===== src/mm_ctrl_pkg.sv =====
// ****************************************
// Sequencing constants and controller
// states for the matmul tile
// ****************************************
package mm_ctrl_pkg;

    // Array edge length and inner dimension of one block
    localparam int BLOCK_SIZE = 2;
    localparam int K_DIM      = 8;

    // One chunk is BLOCK_SIZE beats
    localparam int NUM_CHUNKS = K_DIM / BLOCK_SIZE;

    // Beat counter must be able to hold K_DIM itself
    localparam int BEAT_CNT_W  = $clog2(K_DIM + 1);
    localparam int CHUNK_CNT_W = $clog2(NUM_CHUNKS);

    typedef enum logic [1:0] {
        IDLE,
        STREAM,
        DRAIN
    } tile_state_e;

endpackage


===== src/mm_fixed_pkg.sv =====
// ****************************************
// Q8.8 number format shared by the tile
// Widths, datapath structs and saturation
// ****************************************
package mm_fixed_pkg;

    localparam int DATA_W = 16;
    localparam int FRAC_W = 8;

    // Full product of two words, and the PE sum after the Q8.8 rescale
    // One spare bit so two extreme products add without wrapping
    localparam int PROD_W = 2 * DATA_W;
    localparam int PSUM_W = PROD_W - FRAC_W + 1;

    // Guard bits for the four chunk sums plus margin
    localparam int ACC_W = DATA_W + $clog2(4) + 2;

    typedef logic signed [DATA_W-1:0] q88_t;

    localparam q88_t Q88_MAX = 16'sh7FFF;
    localparam q88_t Q88_MIN = 16'sh8000;

    typedef struct packed {
        q88_t a0;
        q88_t a1;
        q88_t b0;
        q88_t b1;
    } operand_beat_t;

    // One operand hop between neighbouring PEs, tags ride along
    typedef struct packed {
        q88_t value;
        logic valid;
        logic first;
        logic last;
    } pe_flow_t;

    typedef struct packed {
        q88_t c00;
        q88_t c01;
        q88_t c10;
        q88_t c11;
    } c_block_t;

    // Clamp a wide signed value into the Q8.8 range
    function automatic q88_t sat_q88(input logic signed [PSUM_W-1:0] val);
        if (val > PSUM_W'(Q88_MAX)) begin
            return Q88_MAX;
        end
        if (val < PSUM_W'(Q88_MIN)) begin
            return Q88_MIN;
        end
        return val[DATA_W-1:0];
    endfunction

endpackage

===== src/matmul_tile.sv =====
// ****************************************
// Matmul tile top, one 2x2 block of C
// from eight streamed operand beats
// ****************************************
module matmul_tile import mm_fixed_pkg::*; (
    input  logic          clk,
    input  logic          rst_n,
    input  logic          start,
    input  logic          op_valid,
    input  operand_beat_t op,
    output logic          busy,
    output logic          result_valid,
    output c_block_t      result
);

    logic     beat_valid;
    logic     beat_first;
    logic     beat_last;
    c_block_t chunk;
    logic     chunk_valid;

    tile_ctrl i_ctrl (
        .clk          (clk),
        .rst_n        (rst_n),
        .start        (start),
        .op_valid     (op_valid),
        .result_valid (result_valid),
        .busy         (busy),
        .beat_valid   (beat_valid),
        .beat_first   (beat_first),
        .beat_last    (beat_last)
    );

    // Operand values go straight in, only the tags come from the controller
    systolic_array i_array (
        .clk         (clk),
        .rst_n       (rst_n),
        .beat        (op),
        .beat_valid  (beat_valid),
        .beat_first  (beat_first),
        .beat_last   (beat_last),
        .chunk       (chunk),
        .chunk_valid (chunk_valid)
    );

    block_accumulator i_accum (
        .clk          (clk),
        .rst_n        (rst_n),
        .chunk        (chunk),
        .chunk_valid  (chunk_valid),
        .result       (result),
        .result_valid (result_valid)
    );

endmodule


===== src/block_accumulator.sv =====
// ****************************************
// Sums the chunk results of one block and
// saturates the total into the result
// ****************************************
module block_accumulator
    import mm_fixed_pkg::*;
    import mm_ctrl_pkg::*;
(
    input  logic     clk,
    input  logic     rst_n,
    input  c_block_t chunk,
    input  logic     chunk_valid,
    output c_block_t result,
    output logic     result_valid
);

    logic signed [ACC_W-1:0] acc [4];
    logic signed [ACC_W-1:0] total [4];
    q88_t                    chunk_w [4];
    logic [CHUNK_CNT_W-1:0]  chunk_cnt;

    assign chunk_w[0] = chunk.c00;
    assign chunk_w[1] = chunk.c01;
    assign chunk_w[2] = chunk.c10;
    assign chunk_w[3] = chunk.c11;

    // Running sum including the chunk on the input
    always_comb begin
        for (int i = 0; i < 4; i++) begin
            total[i] = acc[i] + ACC_W'(chunk_w[i]);
        end
    end

    always_ff @(posedge clk) begin
        if (!rst_n) begin
            for (int i = 0; i < 4; i++) begin
                acc[i] <= '0;
            end
            chunk_cnt    <= '0;
            result       <= '0;
            result_valid <= 1'b0;
        end else begin
            result_valid <= 1'b0;
            if (chunk_valid) begin
                if (chunk_cnt == CHUNK_CNT_W'(NUM_CHUNKS - 1)) begin
                    result <= '{c00: sat_q88(PSUM_W'(total[0])),
                                c01: sat_q88(PSUM_W'(total[1])),
                                c10: sat_q88(PSUM_W'(total[2])),
                                c11: sat_q88(PSUM_W'(total[3]))};
                    result_valid <= 1'b1;
                    chunk_cnt    <= '0;
                    // Start the next block from zero
                    for (int i = 0; i < 4; i++) begin
                        acc[i] <= '0;
                    end
                end else begin
                    chunk_cnt <= chunk_cnt + 1'b1;
                    for (int i = 0; i < 4; i++) begin
                        acc[i] <= total[i];
                    end
                end
            end
        end
    end

endmodule


===== src/tile_ctrl.sv =====
// ****************************************
// Tile controller, takes start, counts the
// operand beats and tags chunk boundaries
// ****************************************
module tile_ctrl import mm_ctrl_pkg::*; (
    input  logic clk,
    input  logic rst_n,
    input  logic start,
    input  logic op_valid,
    input  logic result_valid,
    output logic busy,
    output logic beat_valid,
    output logic beat_first,
    output logic beat_last
);

    tile_state_e           state;
    logic [BEAT_CNT_W-1:0] beat_cnt;
    logic [BEAT_CNT_W-1:0] beat_pos;

    // Position of the current beat inside its chunk
    assign beat_pos = beat_cnt % BEAT_CNT_W'(BLOCK_SIZE);

    assign beat_valid = (state == STREAM) && op_valid;
    assign beat_first = beat_valid && (beat_pos == '0);
    assign beat_last  = beat_valid && (beat_pos == BEAT_CNT_W'(BLOCK_SIZE - 1));

    // Drops together with the result pulse, not one cycle after it
    assign busy = (state == STREAM) || ((state == DRAIN) && !result_valid);

    always_ff @(posedge clk) begin
        if (!rst_n) begin
            state    <= IDLE;
            beat_cnt <= '0;
        end else begin
            case (state)
                IDLE: begin
                    if (start) begin
                        state    <= STREAM;
                        beat_cnt <= '0;
                    end
                end
                STREAM: begin
                    if (op_valid) begin
                        beat_cnt <= beat_cnt + 1'b1;
                        // Counter reaches K_DIM with this beat
                        if (beat_cnt == BEAT_CNT_W'(K_DIM - 1)) begin
                            state <= DRAIN;
                        end
                    end
                end
                DRAIN: begin
                    // busy is already low here so a new start is taken
                    if (result_valid) begin
                        state    <= start ? STREAM : IDLE;
                        beat_cnt <= '0;
                    end
                end
                default: state <= IDLE;
            endcase
        end
    end

endmodule


===== src/systolic_array.sv =====
// ****************************************
// 2x2 output-stationary array, A flows
// right and B flows down with input skew
// ****************************************
module systolic_array import mm_fixed_pkg::*; (
    input  logic          clk,
    input  logic          rst_n,
    input  operand_beat_t beat,
    input  logic          beat_valid,
    input  logic          beat_first,
    input  logic          beat_last,
    output c_block_t      chunk,
    output logic          chunk_valid
);

    pe_flow_t a0_in;
    pe_flow_t b0_in;
    pe_flow_t a1_now;
    pe_flow_t b1_now;
    pe_flow_t a1_skew;
    pe_flow_t b1_skew;
    pe_flow_t a_00_01;
    pe_flow_t a_10_11;
    pe_flow_t b_00_10;
    pe_flow_t b_01_11;
    q88_t     c00_pe;
    q88_t     c01_pe;
    q88_t     c10_pe;
    q88_t     c11_pe;
    q88_t     c00_d1;
    q88_t     c00_d2;
    q88_t     c01_d1;
    q88_t     c10_d1;
    logic     done11;

    assign a0_in  = '{value: beat.a0, valid: beat_valid, first: beat_first, last: beat_last};
    assign b0_in  = '{value: beat.b0, valid: beat_valid, first: beat_first, last: beat_last};
    assign a1_now = '{value: beat.a1, valid: beat_valid, first: beat_first, last: beat_last};
    assign b1_now = '{value: beat.b1, valid: beat_valid, first: beat_first, last: beat_last};

    // Row 1 of A and column 1 of B enter one cycle late
    always_ff @(posedge clk) begin
        if (!rst_n) begin
            a1_skew <= '0;
            b1_skew <= '0;
        end else begin
            a1_skew <= a1_now;
            b1_skew <= b1_now;
        end
    end

    pe_mac i_pe00 (.clk(clk), .rst_n(rst_n), .a_in(a0_in), .b_in(b0_in),
                   .a_out(a_00_01), .b_out(b_00_10), .c_out(c00_pe), .done());
    pe_mac i_pe01 (.clk(clk), .rst_n(rst_n), .a_in(a_00_01), .b_in(b1_skew),
                   .a_out(), .b_out(b_01_11), .c_out(c01_pe), .done());
    pe_mac i_pe10 (.clk(clk), .rst_n(rst_n), .a_in(a1_skew), .b_in(b_00_10),
                   .a_out(a_10_11), .b_out(), .c_out(c10_pe), .done());
    pe_mac i_pe11 (.clk(clk), .rst_n(rst_n), .a_in(a_10_11), .b_in(b_01_11),
                   .a_out(), .b_out(), .c_out(c11_pe), .done(done11));

    // Early PEs finish first, delay them so all four line up with PE(1,1)
    // otherwise the next chunk would overwrite c00 while chunk_valid is high
    always_ff @(posedge clk) begin
        c00_d1 <= c00_pe;
        c00_d2 <= c00_d1;
        c01_d1 <= c01_pe;
        c10_d1 <= c10_pe;
    end

    assign chunk       = '{c00: c00_d2, c01: c01_d1, c10: c10_d1, c11: c11_pe};
    assign chunk_valid = done11;

endmodule


===== src/pe_mac.sv =====
// ****************************************
// Systolic processing element, MAC over
// one chunk, forwards operands onward
// ****************************************
module pe_mac import mm_fixed_pkg::*; (
    input  logic     clk,
    input  logic     rst_n,
    input  pe_flow_t a_in,
    input  pe_flow_t b_in,
    output pe_flow_t a_out,
    output pe_flow_t b_out,
    output q88_t     c_out,
    output logic     done
);

    logic signed [PROD_W-1:0] prod;
    logic signed [PSUM_W-1:0] prod_q;
    logic signed [PSUM_W-1:0] sum;
    logic signed [PSUM_W-1:0] sum_next;
    logic                     beat_ok;

    // Both operands belong to the same beat, a bubble has valid low
    assign beat_ok = a_in.valid & b_in.valid;

    assign prod   = a_in.value * b_in.value;
    // Truncate back to Q8.8 scale, arithmetic shift keeps the sign
    assign prod_q = PSUM_W'(prod >>> FRAC_W);

    assign sum_next = a_in.first ? prod_q : sum + prod_q;

    always_ff @(posedge clk) begin
        if (!rst_n) begin
            a_out <= '0;
            b_out <= '0;
            done  <= 1'b0;
        end else begin
            a_out <= a_in;
            b_out <= b_in;
            done  <= beat_ok & a_in.last;
        end
    end

    always_ff @(posedge clk) begin
        if (beat_ok) begin
            sum <= sum_next;
        end
        // Chunk result held until the next last beat
        if (beat_ok && a_in.last) begin
            c_out <= sat_q88(sum_next);
        end
    end

endmodule


===== config.mk =====
export PLATFORM = sky130hd
export DESIGN_NAME = matmul_tile
export DESIGN_NICKNAME = d
export VERILOG_FILES = /design/src/mm_ctrl_pkg.sv /design/src/mm_fixed_pkg.sv /design/src/matmul_tile.sv /design/src/block_accumulator.sv /design/src/tile_ctrl.sv /design/src/systolic_array.sv /design/src/pe_mac.sv
export SDC_FILE = /design/constraint.sdc
export NUM_CORES = 2
export LEC_CHECK = 0
export ABC_AREA = 1
export BUFFER_PORTS_ARGS = -buffer_cell sky130_fd_sc_hd__buf_2
export CAP_MARGIN = 10
export CORE_ASPECT_RATIO = 0.9
export CORE_MARGIN = 2
export CORE_UTILIZATION = 40
export DETAILED_ROUTE_END_ITERATION = 8
export GPL_ROUTABILITY_DRIVEN = 0
export SETUP_SLACK_MARGIN = 0.4
export SLEW_MARGIN = 20
export SYNTH_ARGS = -nofsm -noshare
export SYNTH_HDL_FRONTEND = slang
export SYNTH_SLANG_ARGS = --single-unit

===== constraint.sdc =====
create_clock -name clk -period 7.9 [get_ports clk]
set_input_delay 1.58 -clock clk [delete_from_list [all_inputs] [get_ports clk]]
set_output_delay 1.58 -clock clk [all_outputs]
set_load 0.03 [all_outputs]

* Word level (Yosys, flattened, before mapping) *
Memories as Yosys holds them, arrays and structs flattened.
Index checks and enable logic that the tools add are counted.

storage, ports and cells
  register bits after elaboration = 404
  bits in writable memories = 80
  input port bits = 68
  output and inout bits = 66
  word-level logic and storage cells = 216
  memories kept = 1

cells by class
  add/subtract/negate cells = 10
  $mul = 4
  magnitude comparators = 16
  equality and inequality tests = 8
  muxes and demuxes = 120
  bitwise gates (word level) = 9
  reductions and logical operators = 15

memory list
  memory       words  bits a word  read ports  clocked after Yosys merged registers in  write ports  line                     text
  i_accum.acc  4      20           4           0                                        4            block_accumulator.sv:17  logic signed [ACC_W-1:0] acc [4];

operators with widths
  kind                  count
  $mux 16               32
  $mux 20               8
  $mul 16x16->32        4
  $add 25x24->25        4
  $gt 25x16->1 const B  4
  $lt 25x16->1 const B  4
  $mux 25               4
  $add 20x16->20        4
  $gt 20x16->1 const B  4
  $lt 20x16->1 const B  4
  $mux 1                66
  $mux 4                3
  $pmux 4 s3            1
  $mux 2                5
  $or 1x1->1            8
  $reduce_and 4->1      2
  $logic_and 1x1->1     7
  $ne 2x2->1 const B    3
  $pmux 2 s3            1
  $add 4x1->4 const B   1
  $eq 2x2->1 const B    2
  $eq 4x3->1 const B    1
  $logic_not 4->1       1
  $reduce_bool 3->1     1
  8 further kinds       8

* Logic depth before layout (Yosys ltp) *
An unclocked memory read counts as a cell.

  depth in word-level cells = 13
  mapped depth = 49
  mapped depth without buffers = 46

* By module *
From an unflattened synthesis, not the netlist that was laid out.

second synthesis, totals
  cells, all modules = 9,821
  area, all modules = 73,720.7 um2

modules (own cells, without submodules)
  module                   instances  cells an instance  area each (um2)  sequential area each (um2)
  pe_mac (i_array.i_pe10)  1          2,064              15,275.9         2,011.9
  pe_mac (i_array.i_pe00)  1          2,042              15,203.3         2,011.9
  pe_mac (i_array.i_pe01)  1          2,029              15,190.8         2,011.9
  pe_mac (i_array.i_pe11)  1          2,038              15,138.3         2,011.9
  block_accumulator        1          1,422              10,271.1         3,543.4
  systolic_array           1          173                2,285.9          1,981.9
  tile_ctrl                1          53                 355.3            120.1

* Worst setup path after synthesis *
No wires, ideal clock.

  path kind = input-to-reg
  start point = in op[63] (netlist bit)
  end point = reg i_array.i_pe00.c_out[10] (data pin)
  setup time = 0.253 ns
  data arrival time = 8.280 ns
  data required time = 7.647 ns
  setup slack = -0.633 ns
  stages on the path = 42
  buffers on the path = 3
  path through = clkbuf_1 -> clkbuf_1 -> nand2_1 -> inv_1 -> fa_1 -> inv_1 -> fa_1 -> inv_1 -> fa_1 -> fa_1 -> fa_1 -> fa_1 -> ha_1 -> nand2_1 -> nor2_1 -> inv_1 -> nor2_1 -> and3_1 -> (+6 left out) -> inv_1 -> nand2_1 -> nand2_1 -> a21oi_1 -> nand3_1 -> nand2_1 -> nand2_1 -> nor2_1 -> inv_1 -> nand2_2 -> nand2_4 -> nand2_1 -> nor2_2 -> nand3_2 -> nand2_4 -> buf_6 -> nand2_1 -> nand2_1

between the ends
  word-level cells in the longest chain between the ends = 9
  elaborated cells on any way between the ends = 13
  classes of those cells = 1 x add/sub; 1 x mul; 2 x order compare; 9 x mux

RTL lines
  item                                   line                text
  start, declared                        matmul_tile.sv:10   input operand_beat_t op,
  $mul 16x16->32 *                       pe_mac.sv:25        assign prod = a_in.value * b_in.value;
  $add 25x24->25                         pe_mac.sv:29        assign sum_next = a_in.first ? prod_q : sum + prod_q;
  $mux 25 *                              pe_mac.sv:29
  named net i_array.i_pe00.sum_next[24]  pe_mac.sv:19        logic signed [PSUM_W-1:0] sum_next;
  $lt 25x16->1                           mm_fixed_pkg.sv:50  if (val < PSUM_W'(Q88_MIN)) begin
  $mux 1 (2 in a row)                    mm_fixed_pkg.sv:50
  $mux 1                                 pe_mac.sv:48        if (beat_ok && a_in.last) begin
  $mux 16                                mm_fixed_pkg.sv:53  return val[DATA_W-1:0];
  $mux 16 *                              mm_fixed_pkg.sv:50
  end signal, assigned                   pe_mac.sv:49        c_out <= sat_q88(sum_next);
  end, declared                          pe_mac.sv:12        output q88_t c_out,

The timed path passes the listed nets; every way through them passes the cells marked *. The select of a mux whose other input is x is not followed.
A chain may end at the register's enable or synchronous reset.

* Worst setup path in the final report *
  start point = in op[56] (netlist bit)
  end point = reg i_array.i_pe00.c_out[12] (data pin)

Same word-level chain as after synthesis.

==> flow_summary.ini <==
[cells_and_area]
regArea_um2 = 12100
multi_input_area_um2 = 52700
final_common_cell = inv_1
layout-drive-gt1-share_pct = 23.4
num_antenna_cells = 0
fin_util_pct = 50.6
final_cell_mix = inv_1 (2275), nand2_1 (2131), fa_1 (1006)
fillers = 16400
stdcell_area_um2 = 87500
nets = 11600
area_growth_pct = 26.0

[yosys]
synth-simple-area-share_pct = 20.4
syn_inst = 9158
synthesis.nets = 10800
yosys_register_bits = 484
synth_top_area_share_pct = 30.3
synthDistinctLibCells = 54
async_reset_ff_share_pct = 0
synthXorXnorAreaFrac_pct = 2.23
synth_warnings = 0
synthAdderAreaFrac_pct = 39.2
synth_top_flop_cell = dfxtp_1
synth_edf_count = 224
synth_area_leaders = fa_1 (30%), nand2_1 (13%), inv_1 (13%)
synth-compound-area-share_pct = 6.29
syn_area_um2 = 69500
yosysSeqAreaShare_pct = 17.2
muxShareOfSynthArea_pct = 0.0288
avgSynthCellArea_um2 = 7.59
yosysTopAreaCell = fa_1
synth_top_family_by_area = adder cells

[worst_setup_path]
cp-start-kind = input pin
cp_common_cell = nand2_2
max_stage_delay_ns = 0.61
cp.arrival_ns = 8.30
r2r-start = i_array.a1_skew[8]
crit_path_start = op[56]
crit_slowest_cell = fa_2
ff2ff_setup_slack_ns = 0.36
r2r_cells = 36
critPathRequiredTime_ns = 8.30
endpoint_kind = register
timing.rr.end = i_array.i_pe10.c_out[13]
critical_path_class = input pin to register
critical_path_peak_fanout = 15

[sta]
drv_slew = 0
skew_ns = 0.0570
hold_viol_final = 0
rsz0062_at_grt = yes
setup_viol_count_final = 2
min_period_ns = 7.91
fmax_ghz = 0.126
worst_slack_ns = -0.00521
fin_crit_sh_pct = 100
max_slew.worst_pin.slew_ns = 1.07
timing.slew.headroom_pct = 28.4

[status]
status = finished with violations
violations = setup timing

[global_route]
grt_usage_pct = 22.4
grt_pass1_vias = 63200
grt.overflow.total = 0
grt_first_pass_wirelength_um = 323000
grt_max_degree = 99
antenna_found_initial = 1

[placed_design]
port_buffers = 133
place_area_um2 = 79000
post-dp-hpwl_um = 160000

[floorplan]
initial_utilization_pct = 40.1
ios = 134
die_y_um = 399
die_w_um = 443
dieArea_um2 = 177000
core_area_um2 = 173000
rows = 145

[clocking]
cts_buffers = 57
clk_latency_ns = 0.69
cts_sinks = 484
cts_hold_buf = 0
clockBufferDepth = 3
cts_root_buf = clkbuf_16
h-tree-depth = 2
cts_tree = yes
clk_pin_slew_ns = 0.06

[routing]
wl_met3_um = 7930
dr.pass1.iters = 8
route.met2.wl_um = 98200
drc_errors = 0
drtIter0Drc = 3546
antenna_left = 0
viasPerCell = 4.87
routedWlPerCell_um = 16.1
wl_met1_um = 83300
dr.max_layer_used = met4
vias = 60000
routed_wl_um = 198000

[hold_path]
min_to = i_array.c10_d1[3]
hold_path_depth = 0
hold_path_class = register to register
hold_start = i_array.i_pe10.c_out[3]

[job]
maxCapViolations = 0
state kept, by name, summed over array words and instances (netlist names), 17 cells and up:
register / cells
i_array.i_pe11.sum: 25
i_array.i_pe01.sum: 25
i_array.i_pe01.b_out: 17
i_array.i_pe10.a_out: 18
i_array.i_pe00.sum: 25
i_array.a1_skew: 19
i_accum.result: 64
i_array.i_pe10.sum: 25
i_accum.acc: 80
metrics by stage:
| step | setup WS [ns] | instances | setup TNS [ns] | hold WS, ns |
|---|---|---|---|---|
| finish | -0.00521 | 12300 | -0.00945 | 0.296 |
| global route | -0.293 | 12300 | -5.29 | 0.318 |
| CTS | 0.131 | 12300 | 0 | 0.311 |
| detailed placement | -0.954 | 12100 | -28.74 | 0.314 |
| global placement | -0.896 | 12100 | -23.62 | 0.314 |
| floorplan | -0.286 | 9158 | -3.67 | 0.310 |
kinds of logic after synthesis:
logic type                 Yosys count
muxes                                2
adders and majority gates         1548
buffers and inverters             2679
and+or+nand+nor                   3453
DFF                                484
xor gates and xnor gates           176
AOI/OAI and AO/OA                  816
layout make-up:
class                      instances  share of cell area [%]
multi-input combinational       5999                    60.2
sequential                       484                    13.8
timing repair buffer            1088                    10.4
inverter                        2367                    10.2
tap                             2278                    3.26
clock buffer                      78                    1.90
clock inverter                    30                   0.276
how the worst max path moves through the flow:
stage                               end  cells after the start  slack (ns)
2_1_floorplan  i_array.i_pe00.c_out[10]                     40       -0.29
3_3_place_gp    i_array.i_pe00.c_out[0]                     42       -0.90
3_5_place_dp   i_array.i_pe00.c_out[12]                     34       -0.95
4_1_cts         i_array.i_pe11.c_out[4]                     34        0.13
5_1_grt        i_array.i_pe00.c_out[10]                     45       -0.29
6_report       i_array.i_pe00.c_out[12]                     39      -0.005
worst max-delay path: cells and delay by family:
family                     cells  cell delay [ns]
xor gates and xnor gates       1             0.22
adders and majority gates      8             3.62
buffers and inverters          8             0.77
and+or+nand+nor               22             2.07
timing repair:
item	CTS	global route
resized for setup	575	812
setup buffers	64	53
gates cloned	5	4
setup endpoints to repair	86	113
pin swaps	216	280
per-layer routing:
metal	track usage (%)	vias up
met5	0	-
met4	8.56	0
met3	1.99	381
met2	40.3	1374
met1	28.0	29300
li1	-	28900
cell usage after synthesis (10+ instances only):
cell,n
nand2_1,2399
inv_1,2356
fa_1,1052
ha_1,496
nor2_1,444
a21oi_1,423
nand3_1,298
clkbuf_1,272
o21ai_0,261
dfxtp_1,260
edfxtp_1,224
xor2_1,110
nand4_1,75
xnor2_1,65
nor3_1,57
nand2_2,37
or2_2,37
o21bai_1,35
and2_1,34
a21o_1,22
a31oi_1,21
buf_2,14
nor4_1,14
o21ai_1,13
buf_4,11
nor2_2,11
and3_1,10
inv_2,10
Power is not shown: default switching activity piles up to over one toggle a cycle in this logic, so the estimate is an artifact.
